[config.mk]
export PLATFORM = sky130hd
export DESIGN_NAME = serial_display_top
export DESIGN_NICKNAME = d
export VERILOG_FILES = /design/src/common/disp_types_pkg.sv /design/src/common/disp_ctrl_pkg.sv /design/src/common/shift_port_if.sv /design/src/serializer/universal_shifter.sv /design/src/serializer/p2s_serializer.sv /design/src/hdl/seg_encoder.sv /design/src/hdl/display_ctrl.sv /design/src/hdl/serial_display_top.sv
export VERILOG_INCLUDE_DIRS = /design/src /design/src/common
export SDC_FILE = /design/constraint.sdc
export NUM_CORES = 1
export LEC_CHECK = 0
export BUFFER_PORTS_ARGS = -buffer_cell sky130_fd_sc_hd__buf_2
export CAP_MARGIN = 20
export CORE_ASPECT_RATIO = 2
export CORE_MARGIN = 2
export CORE_UTILIZATION = 55
export CTS_CLUSTER_DIAMETER = 200
export DETAILED_ROUTE_END_ITERATION = 6
export GPL_ROUTABILITY_DRIVEN = 0
export MAX_ROUTING_LAYER = met4
export PLACE_DENSITY = 0.74
export SYNTH_ARGS = -nofsm -noshare
export SYNTH_HDL_FRONTEND = slang
export SYNTH_SLANG_ARGS = --single-unit
[constraint.sdc]
create_clock -name clk -period 3.8 [get_ports clk]
set_clock_uncertainty 0.15 [all_clocks]
set_input_delay 0.19 -clock clk [delete_from_list [all_inputs] [get_ports clk]]
set_output_delay 0.19 -clock clk [all_outputs]
set_load 0.005 [all_outputs]
[src/common/disp_settings.svh]
`ifndef DISP_SETTINGS_SVH
`define DISP_SETTINGS_SVH

// Display chain geometry
`define DISP_DIGITS 8            // Seven-segment digits on the chain
`define SEG_FRAME_BITS 64        // One byte per digit
`define LED_FRAME_BITS 16        // Discrete LEDs behind second chip chain

// Chips take the first bit out as the far end of the chain
`define SHIFT_MSB_FIRST 1

`endif

[src/common/disp_types_pkg.sv]
package disp_types_pkg;

	`include "disp_settings.svh"

	////////////////////////////////////////////////////////////////////
	// Payload types of the display path
	////////////////////////////////////////////////////////////////////

	// One hex nibble
	typedef logic [3:0] hex_digit_t;

	// Segment byte, bit 0 is segment a up to bit 6 segment g
	// Bit 7 is the decimal point, all active high
	typedef logic [7:0] seg_byte_t;

	// Eight nibbles, digit 7 in the top nibble
	typedef logic [4*`DISP_DIGITS-1:0] hex_word_t;

	typedef logic [`SEG_FRAME_BITS-1:0] seg_frame_t;  // Digit 7 in top byte
	typedef logic [`LED_FRAME_BITS-1:0] led_frame_t;  // One bit per LED

endpackage

[src/common/disp_ctrl_pkg.sv]
package disp_ctrl_pkg;

	////////////////////////////////////////////////////////////////////
	// Control encodings
	////////////////////////////////////////////////////////////////////

	// Frame sequencer
	typedef enum logic [2:0] {
		IDLE,       // Waiting for update
		SEG_START,  // Kick segment serializer
		SEG_WAIT,   // Segment frame on the wire
		LED_START,  // Kick LED serializer
		LED_WAIT    // LED frame on the wire
	} disp_state_t;

	// Shift register mode, laid out like the S1/S0 pins of a 194-type part
	typedef enum logic [1:0] {
		HOLD = 2'b00,
		SHR  = 2'b01,  // Fill enters top bit
		SHL  = 2'b10,  // Fill enters bit 0
		LOAD = 2'b11
	} shift_mode_t;

endpackage

[src/common/shift_port_if.sv]
`timescale 1ns/1ps

interface shift_port_if import disp_ctrl_pkg::*; #(
	parameter int WIDTH = 9     // Data bits plus guard bit
) ();

	shift_mode_t      mode;     // Operation for the next edge
	logic [WIDTH-1:0] d;        // Parallel load value
	logic [WIDTH-1:0] q;        // Register contents
	logic             fill;     // Bit entering the vacated end

	// Serializer side
	modport ctrl (
		output mode, d, fill,
		input  q
	);

	// Register side
	modport sreg (
		input  mode, d, fill,
		output q
	);

endinterface

[src/serializer/universal_shifter.sv]
`timescale 1ns/1ps

module universal_shifter import disp_ctrl_pkg::*; #(
	parameter int WIDTH = 9
) (
	input logic          clk,
	input logic          reset,
	shift_port_if.sreg   port
);

	//////////////////////////////////////////////////////////////////////
	// Four-mode register
	//////////////////////////////////////////////////////////////////////

	// All ones after reset
	// The serializer reads that as a finished frame, so the chain stays idle
	always_ff @(posedge clk) begin
		if (reset) begin
			port.q <= '1;
		end else begin
			case (port.mode)
				HOLD: port.q <= port.q;
				SHL:  port.q <= {port.q[WIDTH-2:0], port.fill};  // Toward MSB
				SHR:  port.q <= {port.fill, port.q[WIDTH-1:1]};  // Toward LSB
				LOAD: port.q <= port.d;
				default: port.q <= port.q;
			endcase
		end
	end

	//////////////////////////////////////////////////////////////////////
	// Checks
	//////////////////////////////////////////////////////////////////////

	// Mode comes from the serializer in another module
	// An X here would smear the whole frame
	a_mode_known: assert property (
		@(posedge clk) disable iff (reset)
		!$isunknown(port.mode)
	) else $error("universal_shifter: mode unknown");

endmodule

[src/serializer/p2s_serializer.sv]
`timescale 1ns/1ps

`include "disp_settings.svh"

module p2s_serializer import disp_ctrl_pkg::*; #(
	parameter int DATA_BITS = 64,
	parameter bit MSB_FIRST = `SHIFT_MSB_FIRST
) (
	input  logic                 clk,
	input  logic                 reset,
	input  logic                 start,      // One-cycle kick
	input  logic [DATA_BITS-1:0] pdata,      // Frame to send
	output logic                 sout,       // Serial data to chip chain
	output logic                 sclk,       // Shift clock, rises mid-bit
	output logic                 latch,      // Storage register strobe
	output logic                 done,       // Cycle after latch
	shift_port_if.ctrl           sp
);

	logic load_pend;   // Start seen, load on this cycle
	logic phase;       // 0 presents the bit, 1 clocks it
	logic finish;      // All bits except the guard are ones
	logic finish_d;    // Finish one cycle ago
	logic q_out;       // Bit at the outgoing end

	//////////////////////////////////////////////////////////////////////
	// Guard bit and finish decode
	//////////////////////////////////////////////////////////////////////

	// Zero guard sits at the trailing end
	// Ones fill in behind the data, and the frame is over once only
	// the guard is left at the outgoing end
	assign sp.d    = MSB_FIRST ? {pdata, 1'b0} : {1'b0, pdata};
	assign sp.fill = 1'b1;
	assign finish  = MSB_FIRST ? &sp.q[DATA_BITS-1:0] : &sp.q[DATA_BITS:1];
	assign q_out   = MSB_FIRST ? sp.q[DATA_BITS] : sp.q[0];

	// Idle line sits low, and the guard itself never goes out
	assign sout = finish ? 1'b0 : q_out;

	//////////////////////////////////////////////////////////////////////
	// Bit rhythm
	//////////////////////////////////////////////////////////////////////

	always_ff @(posedge clk) begin
		if (reset) begin
			load_pend <= 1'b0;
			phase     <= 1'b0;
			finish_d  <= 1'b1;  // Matches the all-ones register after reset
			done      <= 1'b0;
		end else begin
			load_pend <= start;
			phase     <= finish ? 1'b0 : ~phase;  // Two cycles per bit
			finish_d  <= finish;
			done      <= latch;
		end
	end

	assign sclk = phase;  // Registered, high in second half of each bit

	// Shift at the end of the high half
	always_comb begin
		if (load_pend) begin
			sp.mode = LOAD;
		end else if (!finish && phase) begin
			sp.mode = MSB_FIRST ? SHL : SHR;
		end else begin
			sp.mode = HOLD;
		end
	end

	// Single pulse when the last data bit has left
	assign latch = finish & ~finish_d;

	//////////////////////////////////////////////////////////////////////
	// Checks
	//////////////////////////////////////////////////////////////////////

	// Chips must see a stable storage strobe with the shift clock parked
	a_latch_sclk: assert property (
		@(posedge clk) disable iff (reset)
		!(latch && sclk)
	) else $error("p2s_serializer: latch with sclk high");

	// Controller owns the pacing
	a_start_idle: assert property (
		@(posedge clk) disable iff (reset)
		start |-> !(load_pend || !finish || latch)
	) else $error("p2s_serializer: start during frame");

endmodule

[src/hdl/seg_encoder.sv]
`timescale 1ns/1ps

`include "disp_settings.svh"

module seg_encoder import disp_types_pkg::*; (
	input  hex_word_t               hex_value,  // Digit 7 in top nibble
	input  logic [`DISP_DIGITS-1:0] dot_mask,   // One dot per digit
	output seg_frame_t              frame       // Digit 7 in top byte
);

	//////////////////////////////////////////////////////////////////////
	// Segment table
	//////////////////////////////////////////////////////////////////////

	//     a
	//   f   b
	//     g
	//   e   c
	//     d
	function automatic seg_byte_t hex_to_seg(input hex_digit_t digit);
		seg_byte_t seg;
		case (digit)
			4'h0: seg = 8'h3F;
			4'h1: seg = 8'h06;
			4'h2: seg = 8'h5B;
			4'h3: seg = 8'h4F;
			4'h4: seg = 8'h66;
			4'h5: seg = 8'h6D;
			4'h6: seg = 8'h7D;
			4'h7: seg = 8'h07;
			4'h8: seg = 8'h7F;
			4'h9: seg = 8'h6F;
			4'hA: seg = 8'h77;
			4'hB: seg = 8'h7C;  // Lower case b
			4'hC: seg = 8'h39;
			4'hD: seg = 8'h5E;  // Lower case d
			4'hE: seg = 8'h79;
			4'hF: seg = 8'h71;
			default: seg = 8'h00;
		endcase
		return seg;
	endfunction

	//////////////////////////////////////////////////////////////////////
	// Frame assembly
	//////////////////////////////////////////////////////////////////////

	always_comb begin
		seg_byte_t seg;
		frame = '0;
		for (int i = 0; i < `DISP_DIGITS; i++) begin
			seg = hex_to_seg(hex_value[i*4 +: 4]);
			seg[7] = dot_mask[i];           // Dot overrides table bit
			frame[i*8 +: 8] = seg;          // Digit i into byte i
		end
	end

endmodule

[src/hdl/display_ctrl.sv]
`timescale 1ns/1ps

module display_ctrl import disp_ctrl_pkg::*; (
	input  logic clk,
	input  logic reset,
	input  logic update,     // Request from outside
	input  logic seg_done,   // Segment serializer finished
	input  logic led_done,   // LED serializer finished
	output logic seg_start,
	output logic led_start,
	output logic capture,    // Load enable for the input registers
	output logic busy
);

	disp_state_t state;
	disp_state_t state_nxt;

	//////////////////////////////////////////////////////////////////////
	// Sequencer
	//////////////////////////////////////////////////////////////////////

	always_ff @(posedge clk) begin
		if (reset) begin
			state <= IDLE;
		end else begin
			state <= state_nxt;
		end
	end

	always_comb begin
		state_nxt = state;
		case (state)
			IDLE: begin
				if (update) begin
					state_nxt = SEG_START;
				end
			end
			SEG_START: state_nxt = SEG_WAIT;  // Single start cycle
			SEG_WAIT: begin
				if (seg_done) begin
					state_nxt = LED_START;
				end
			end
			LED_START: state_nxt = LED_WAIT;
			LED_WAIT: begin
				if (led_done) begin
					state_nxt = IDLE;     // Busy drops next cycle
				end
			end
			default: state_nxt = IDLE;
		endcase
	end

	// Outputs decoded from state
	assign capture   = (state == IDLE) && update;  // Updates while busy fall through
	assign seg_start = (state == SEG_START);
	assign led_start = (state == LED_START);
	assign busy      = (state != IDLE);

	//////////////////////////////////////////////////////////////////////
	// Checks
	//////////////////////////////////////////////////////////////////////

	a_one_start: assert property (
		@(posedge clk) disable iff (reset)
		!(seg_start && led_start)
	) else $error("display_ctrl: both starts high");

endmodule

[src/hdl/serial_display_top.sv]
`timescale 1ns/1ps

`include "disp_settings.svh"

module serial_display_top import disp_types_pkg::*; (
	input  logic                    clk,
	input  logic                    reset,
	input  logic                    update,       // Single-cycle strobe
	input  hex_word_t               hex_value,
	input  logic [`DISP_DIGITS-1:0] dot_mask,
	input  led_frame_t              led_pattern,
	output logic                    busy,
	output logic                    seg_sout,
	output logic                    seg_sclk,
	output logic                    seg_latch,
	output logic                    led_sout,
	output logic                    led_sclk,
	output logic                    led_latch
);

	logic                    capture;
	logic                    seg_start;
	logic                    seg_done;
	logic                    led_start;
	logic                    led_done;
	hex_word_t               hex_q;     // Value held for the transfer
	logic [`DISP_DIGITS-1:0] dot_q;
	led_frame_t              led_q;
	seg_frame_t              seg_frame;

	// Payload only, loaded once per update
	always_ff @(posedge clk) begin
		if (capture) begin
			hex_q <= hex_value;
			dot_q <= dot_mask;
			led_q <= led_pattern;
		end
	end

	display_ctrl u_ctrl (
		.clk(clk), .reset(reset), .update(update),
		.seg_done(seg_done), .led_done(led_done),
		.seg_start(seg_start), .led_start(led_start),
		.capture(capture), .busy(busy)
	);

	seg_encoder u_enc (.hex_value(hex_q), .dot_mask(dot_q), .frame(seg_frame));

	//////////////////////////////////////////////////////////////////////
	// Segment chain
	//////////////////////////////////////////////////////////////////////

	shift_port_if #(.WIDTH(`SEG_FRAME_BITS + 1)) seg_sp ();  // Extra bit for guard

	p2s_serializer #(.DATA_BITS(`SEG_FRAME_BITS)) u_seg_p2s (
		.clk(clk), .reset(reset), .start(seg_start), .pdata(seg_frame),
		.sout(seg_sout), .sclk(seg_sclk), .latch(seg_latch), .done(seg_done),
		.sp(seg_sp.ctrl)
	);

	universal_shifter #(.WIDTH(`SEG_FRAME_BITS + 1)) u_seg_shift (
		.clk(clk), .reset(reset), .port(seg_sp.sreg)
	);

	//////////////////////////////////////////////////////////////////////
	// LED chain
	//////////////////////////////////////////////////////////////////////

	shift_port_if #(.WIDTH(`LED_FRAME_BITS + 1)) led_sp ();

	p2s_serializer #(.DATA_BITS(`LED_FRAME_BITS)) u_led_p2s (
		.clk(clk), .reset(reset), .start(led_start), .pdata(led_q),
		.sout(led_sout), .sclk(led_sclk), .latch(led_latch), .done(led_done),
		.sp(led_sp.ctrl)
	);

	universal_shifter #(.WIDTH(`LED_FRAME_BITS + 1)) u_led_shift (
		.clk(clk), .reset(reset), .port(led_sp.sreg)
	);

endmodule

==> reports/qor.yml, run 1 <==
synthesis:
  synth_commonest_cells: "sky130_fd_sc_hd__dfxtp_1, sky130_fd_sc_hd__a21o_1, sky130_fd_sc_hd__a221o_1, sky130_fd_sc_hd__edfxtp_1, sky130_fd_sc_hd__ha_1"
  largest_area_contributor_in_the_synthesized_netlist: "sky130_fd_sc_hd__dfxtp_1"
  netlist-cell-type-count: 45
  yosys.cell_count.top_type: "sky130_fd_sc_hd__dfxtp_1"
  syn-num-nets: 886
  avg_synthesized_cell_area_um2: 12.17
  dominantRegCellSynth: "sky130_fd_sc_hd__dfxtp_1"
  syn_area_um2: 9380
  ys_ff_latch: 205
  sequential_to_total_area_share_from_yosys_stat_pct: 49.73
  postSynthCellCount: 771
  synthesis.yosys.warnings: 0
  synthDominantCellAreaShare_pct: 31.80
  post_synth_main_area_contributors: "sky130_fd_sc_hd__dfxtp_1, sky130_fd_sc_hd__edfxtp_1, sky130_fd_sc_hd__ha_1"
  number_of_enable_flip_flop_cells_after_synthesis: 56
  synthArstFlopShare_pct: 0
grt:
  pin_count_of_the_biggest_net_entering_global_routing: 64
  initial_antenna_violation_count: 0
  first_global_vias: 6604
  total_global_routing_track_utilization_pct: 21.98
  global_route_wire_length_before_repair_um: 31660
  grt_overflow: 0
floorplan:
  design.die.area_um2: 18180
  row_count: 67
  die_h_um: 188.7
  effective_utilization_at_floorplan_pct: 55.95
  io_pins: 66
  standard_cell_core_area_um2: 16770
  die_x_um: 96.35
final_layout:
  num_antenna_cells: 0
  final_nets: 990
  layout.cell_area.non_filler_um2: 10930
  areaGrowthSynthToFinish_pct: 16.53
  filler_cell_count: 1317
  drive_above_1_share_pct: 16.46
placement:
  place_area_um2: 9779
  port-buffer-count: 65
  dp_worst_slack_ps: 861.0
  dp.final_hpwl_um: 13110
route:
  iteration_0_drc_count_of_the_detailed_router: 247
  detail_route.wl_per_cell_um: 17.81
  drc: 0
  vias: 6514
  drt-total-wl_um: 19480
  drt_first_pass_iters: 4
  drt.antenna.violating_nets: 0
  routed_via_density: 5.954
pwr:
  seq_power_share_pct: 48.8
  internal_power_w: 0.004046
  worst_ir_drop_vdd_v: 0.0003735
  share_comb_of_total_power_pct: 18.3
  cellPowerDensity_nw_per_um2: 502.4
  clock_power_share_pct: 32.9
  static-leakage-power_nw: 4.778
  netSwitchingFraction_pct: 26.33
  net-switching-power_w: 0.001446
sta:
  fin_hold_ws_ps: 144.4
  postLayoutSetupSlackWorst_ps: 817.9
  timing.final.setup_violations: 0
  rsz0062_at_grt: "false"
  final-max-slew-violation-count: 0
  finalHoldViolations: 0
  period_needed_ps: 2982
  final.setup.tns_ps: 0
  max_clock_freq_mhz: 335.3
  relSlewSlack_pct: 30.73
  fin_crit_sh_pct: 78.48
  worst_pin_slew_ps: 1010
critical_path:
  worstPathArrival_ps: 3260
  cell_type_of_the_slowest_stage_on_the_worst_timing_path: "sky130_fd_sc_hd__mux2i_1"
  critPathMaxFanout: 44
  r2r_start: "u_ctrl.state[2]"
  crit_type: "flop to flop"
  timing.critical_path.max_delay_family: "multiplexers"
  worst_setup_path_startpoint: "u_ctrl.state[2]"
  worstSetupEndpointType: "flop"
  critPathBufInv: 3
  most_prevalent_standard_cell_on_the_critical_path: "sky130_fd_sc_hd__inv_1"
  worst_setup_sp_type: "flop"
  timing.critical_path.cells: "nor4b_4 > buf_12 > mux2i_1 > inv_1 > ha_1 > mux4_1 > inv_1"
  cp_slowest_stage_delay_ps: 520
  critPathRequiredTime_ps: 4080
run_status:
  status: "complete, no violations"
cts:
  cts.path.max_buffers: 3
  clock_latency_on_the_worst_skew_pair_ps: 480
  h-tree-depth: 1
  cts_bufs_inserted: 19
  root_buffer: "sky130_fd_sc_hd__clkbuf_16"
  cts_tree: "done"
  sinks_on_clock_net: 205
  clkSlewWorstSetupHoldPaths_ps: 60
  postcts_resize_cnt: 0
min_path:
  min_from: "reset"
  holdCritPathClass: "input port to flop"
run:
  cap_viol_max_count: 0
-- cell type report --
type | instances | area [µm²] | area share, %
Tap cell | 207 | 259.0 | 2.369
Clock inverter | 1 | 5.005 | 0.04579
Clock buffer | 32 | 575.6 | 5.266
Timing Repair Buffer | 140 | 1056 | 9.661
Inverter | 32 | 120.1 | 1.099
Multi-Input combinational cell | 477 | 4249 | 38.87
Sequential cell | 205 | 4666 | 42.69
-- timing repair --
item | in CTS | in global routing
setup buffers | 0 | 0
hold endpoints to repair | 57 | 0
hold buffers | 57 | 0
-- power by group through the flow --
stage	sequential (W)	clock [W]	combinational, W
2_1_floorplan	0.00266	0	0.000772
3_3_place_gp	0.00272	0	0.000901
3_5_place_dp	0.00272	0	0.000952
4_1_cts	0.00268	0.00184	0.00101
5_1_grt	0.00271	0.00193	0.00111
6_report	0.00268	0.00181	0.00100
-- worst reg2reg max path: cells and delay by family, from the launching register on --
kind	cells	cell delay [ps]
and+or+nand+nor	1	460
adders and majority gates	1	300
DFF	1	400
muxes	2	1050
buffers and inverters	3	560
-- final timing paths --
| path | to | slack, ps | depth (start not counted) |
|---|---|---|---|
| max reg2reg | u_enc.frame[27] | 820 | 7 |
| min reg2reg | u_seg_p2s.done | 280 | 1 |
| min | u_ctrl.state[2] | 140 | 2 |
| max | u_enc.frame[27] | 820 | 7 |
-- metal layers --
layer | global-route usage (%) | routed length, µm
met1 | 23.92 | 7761
met5 | - | 0
met2 | 41.19 | 10860
met4 | 5.200 | 273
met3 | 2.639 | 589
-- stage by stage --
step | utilization [%] | cells | total power (W)
floorplan | - | 771 | 0.003427
global placement | 58.33 | 1004 | 0.003617
detailed placement | 58.33 | 1004 | 0.003674
CTS | 65.19 | 1094 | 0.005527
global route | 65.19 | 1094 | 0.005740
finish | 65.19 | 1094 | 0.005492
-- logic make-up (layout without fill, tap and decap cells) --
kind of cell    after synthesis  after routing  synth area share (%)
flops                       205            205                 49.73
compound gates              212            212                 19.09
xor+xnor                      9              9                0.8404
mux                          73             73                 9.230
buf+inv                      89            205                 5.122
simple gates                127            127                 8.524
fa+ha+maj                    56             56                 7.470
-- cells in the final DEF (no fill, tap or decap), drive strengths merged, types with 18 or more instances in the layout --
cell         count
a21o            71
a21oi           27
a221o           63
buf             83
clkbuf          32
dfxtp          149
dlygate4sd3     57
edfxtp          56
ha              56
inv             32
mux2i           49
nand4           33
nor2b           19
nor3b           18
-- sequential cells by signal (all words and copies together) (netlist names), 3 cells and up --
signal / count
u_led_shift.port.q: 17
u_enc.frame: 56
u_seg_shift.port.q: 65
hex_q: 32
u_ctrl.state: 3
led_q: 16
dot_q: 8
Power figures use the tool's default switching activity.
==> run 2: changes to the inputs <==
==> constraint.sdc (replaced) <==
create_clock -name clk -period 3.05 [get_ports clk]
set_clock_uncertainty 0.15 [all_clocks]
set_input_delay 0.1525 -clock clk [delete_from_list [all_inputs] [get_ports clk]]
set_output_delay 0.1525 -clock clk [all_outputs]
set_load 0.005 [all_outputs]
==> run 2 against run 1 <==
Worst setup slack lost 600 ps. Largest cell class unchanged. Worst hold slack lost 29 ps. Clock-buffer cell count shrank 5.
==> reports/qor.yml, run 2 (synthesized netlist as in run 1, its figures left out) <==
placement:
  dp.final_hpwl_um: 13390
  placedCellCount: 1016
  port-buffer-count: 65
  place_area_um2: 9869
sta:
  relSlewSlack_pct: 32.45
  fin_crit_sh_pct: 92.95
  final.setup.tns_ps: 0
  timing.final.setup_violations: 0
  finalHoldViolations: 0
  period_needed_ps: 2835
  rsz0062_at_grt: "false"
  worst_pin_slew_ps: 1010
  max_clock_freq_mhz: 352.7
  final-max-slew-violation-count: 0
  fin_hold_ws_ps: 115.1
grt:
  grt_overflow: 0
  globalRouteMet3Util_pct: 2.479
  global_route_wire_length_before_repair_um: 32150
  pin_count_of_the_biggest_net_entering_global_routing: 64
  first_global_vias: 6660
  grt.met1_usage_pct: 24.40
  grt_most_used_layer: "met2"
  grt_use_met2_pct: 41.43
  initial_antenna_violation_count: 0
  total_global_routing_track_utilization_pct: 22.52
pwr:
  clock_power_share_pct: 32.5
  netSwitchingFraction_pct: 26.37
  net-switching-power_w: 0.001807
  total_power_w: 0.006853
  static-leakage-power_nw: 4.829
  seq_power_share_pct: 48.7
  cellPowerDensity_nw_per_um2: 621.2
  worst_ir_drop_vdd_v: 0.0004481
  share_comb_of_total_power_pct: 18.9
  internal_power_w: 0.005045
final_layout:
  largest_register_ffs: 65
  drive_above_1_share_pct: 18.26
  final_common_cell: "sky130_fd_sc_hd__dfxtp_1"
  most_flop_heavy_register: "u_seg_shift.port.q"
  layout.cell_area.non_filler_um2: 11030
  areaGrowthSynthToFinish_pct: 17.59
  final_cell_count_without_fillers: 1105
  regArea_um2: 4666
  num_antenna_cells: 0
  filler_cell_count: 1274
  final_nets: 1002
  multi_input_area_um2: 4272
  final_cell_mix: "sky130_fd_sc_hd__dfxtp_1, sky130_fd_sc_hd__a21o_1, sky130_fd_sc_hd__buf_2"
critical_path:
  worstPathArrival_ps: 3110
  critPathRequiredTime_ps: 3320
  critPathMaxFanout: 44
  r2r_start: "u_ctrl.state[2]"
  timing.critical_path.max_delay_family: "multiplexers"
  cell_type_of_the_slowest_stage_on_the_worst_timing_path: "sky130_fd_sc_hd__mux2i_1"
  timing.critical_path.cells: "nor4b_4 > buf_12 > mux2i_1 > inv_1 > ha_1 > mux4_2 > inv_1"
  worst_setup_sp_type: "flop"
  cp_slowest_stage_delay_ps: 510
  worstSetupEndpointType: "flop"
  worst_setup_path_startpoint: "u_ctrl.state[2]"
  most_prevalent_standard_cell_on_the_critical_path: "sky130_fd_sc_hd__inv_1"
  critPathBufInv: 3
  crit_type: "flop to flop"
floorplan:
  effective_utilization_at_floorplan_pct: 55.95
  io_pins: 66
  row_count: 67
  die_x_um: 96.35
  die_h_um: 188.7
  standard_cell_core_area_um2: 16770
  design.die.area_um2: 18180
run:
  cap_viol_max_count: 0
route:
  vias: 6549
  drt-total-wl_um: 19670
  drc: 0
  routed_via_density: 5.927
  drt.antenna.violating_nets: 0
  iteration_0_drc_count_of_the_detailed_router: 294
  drt_first_pass_iters: 5
  detail_route.wl_per_cell_um: 17.80
cts:
  clkSlewWorstSetupHoldPaths_ps: 60
  clock_latency_on_the_worst_skew_pair_ps: 480
  cts_bufs_inserted: 19
  sinks_on_clock_net: 205
  root_buffer: "sky130_fd_sc_hd__clkbuf_16"
  h-tree-depth: 1
  cts_tree: "done"
  cts.path.max_buffers: 3
min_path:
  min_from: "reset"
  holdCritPathClass: "input port to flop"
run_status:
  status: "complete, no violations"
[run 2: metal layers]
metal | share of wire (%) | wire (µm)
met2 | 56 | 11040
met4 | 2.7 | 528
met3 | 2.5 | 486
met5 | 0 | 0
met1 | 39 | 7616
[run 2: final cells by class]
| cell class | instances | area share [%] |
|---|---|---|
| inverters | 32 | 1.089 |
| clock buffers | 27 | 4.673 |
| well taps | 207 | 2.348 |
| clock inverters | 5 | 0.4764 |
| multi-input cells | 477 | 38.73 |
| repair buffers | 152 | 10.39 |
| flip-flops and latches | 205 | 42.30 |
[run 2: path summary, 6_finish.rpt]
check	to	slack [ps]	cells after the start
max	u_enc.frame[19]	220	7
max reg2reg	u_enc.frame[19]	220	7
min reg2reg	u_seg_p2s.done	280	1
min	u_ctrl.state[2]	120	3
[run 2: worst register-to-register path, cell delays in order, from the launching register on]
cell and delay, ps:
sky130_fd_sc_hd__dfxtp_1 400, sky130_fd_sc_hd__nor4b_4 400, sky130_fd_sc_hd__buf_12 290, sky130_fd_sc_hd__mux2i_1 550, sky130_fd_sc_hd__inv_1 200, sky130_fd_sc_hd__ha_1 280
sky130_fd_sc_hd__mux4_2 460, sky130_fd_sc_hd__inv_1 60
[run 2: repair_timing]
action                                 CTS  global route
endpoints found under the hold margin   58             0
resized for setup                        0             6
setup buffers                            0             0
hold buffers                            57             0
setup endpoints to repair                0             6
[run 2: stage by stage]
| step | setup WS [ps] | util (%) |
|---|---|---|
| detailed placement | 101.7 | 58.87 |
| floorplan | 199.8 | - |
| finish | 215.0 | 65.79 |
| global route | 47.63 | 65.79 |
| global placement | 259.0 | 58.87 |
| CTS | 91.88 | 65.66 |
[run 2: power by group through the flow]
stage	combinational (W)	sequential, W	clock [W]
after floorplan	0.000962	0.00331	0
after global placement	0.00116	0.00338	0
after detailed placement	0.00122	0.00339	0
after CTS	0.00129	0.00333	0.00228
after global routing	0.00143	0.00337	0.00238
final	0.00129	0.00334	0.00222
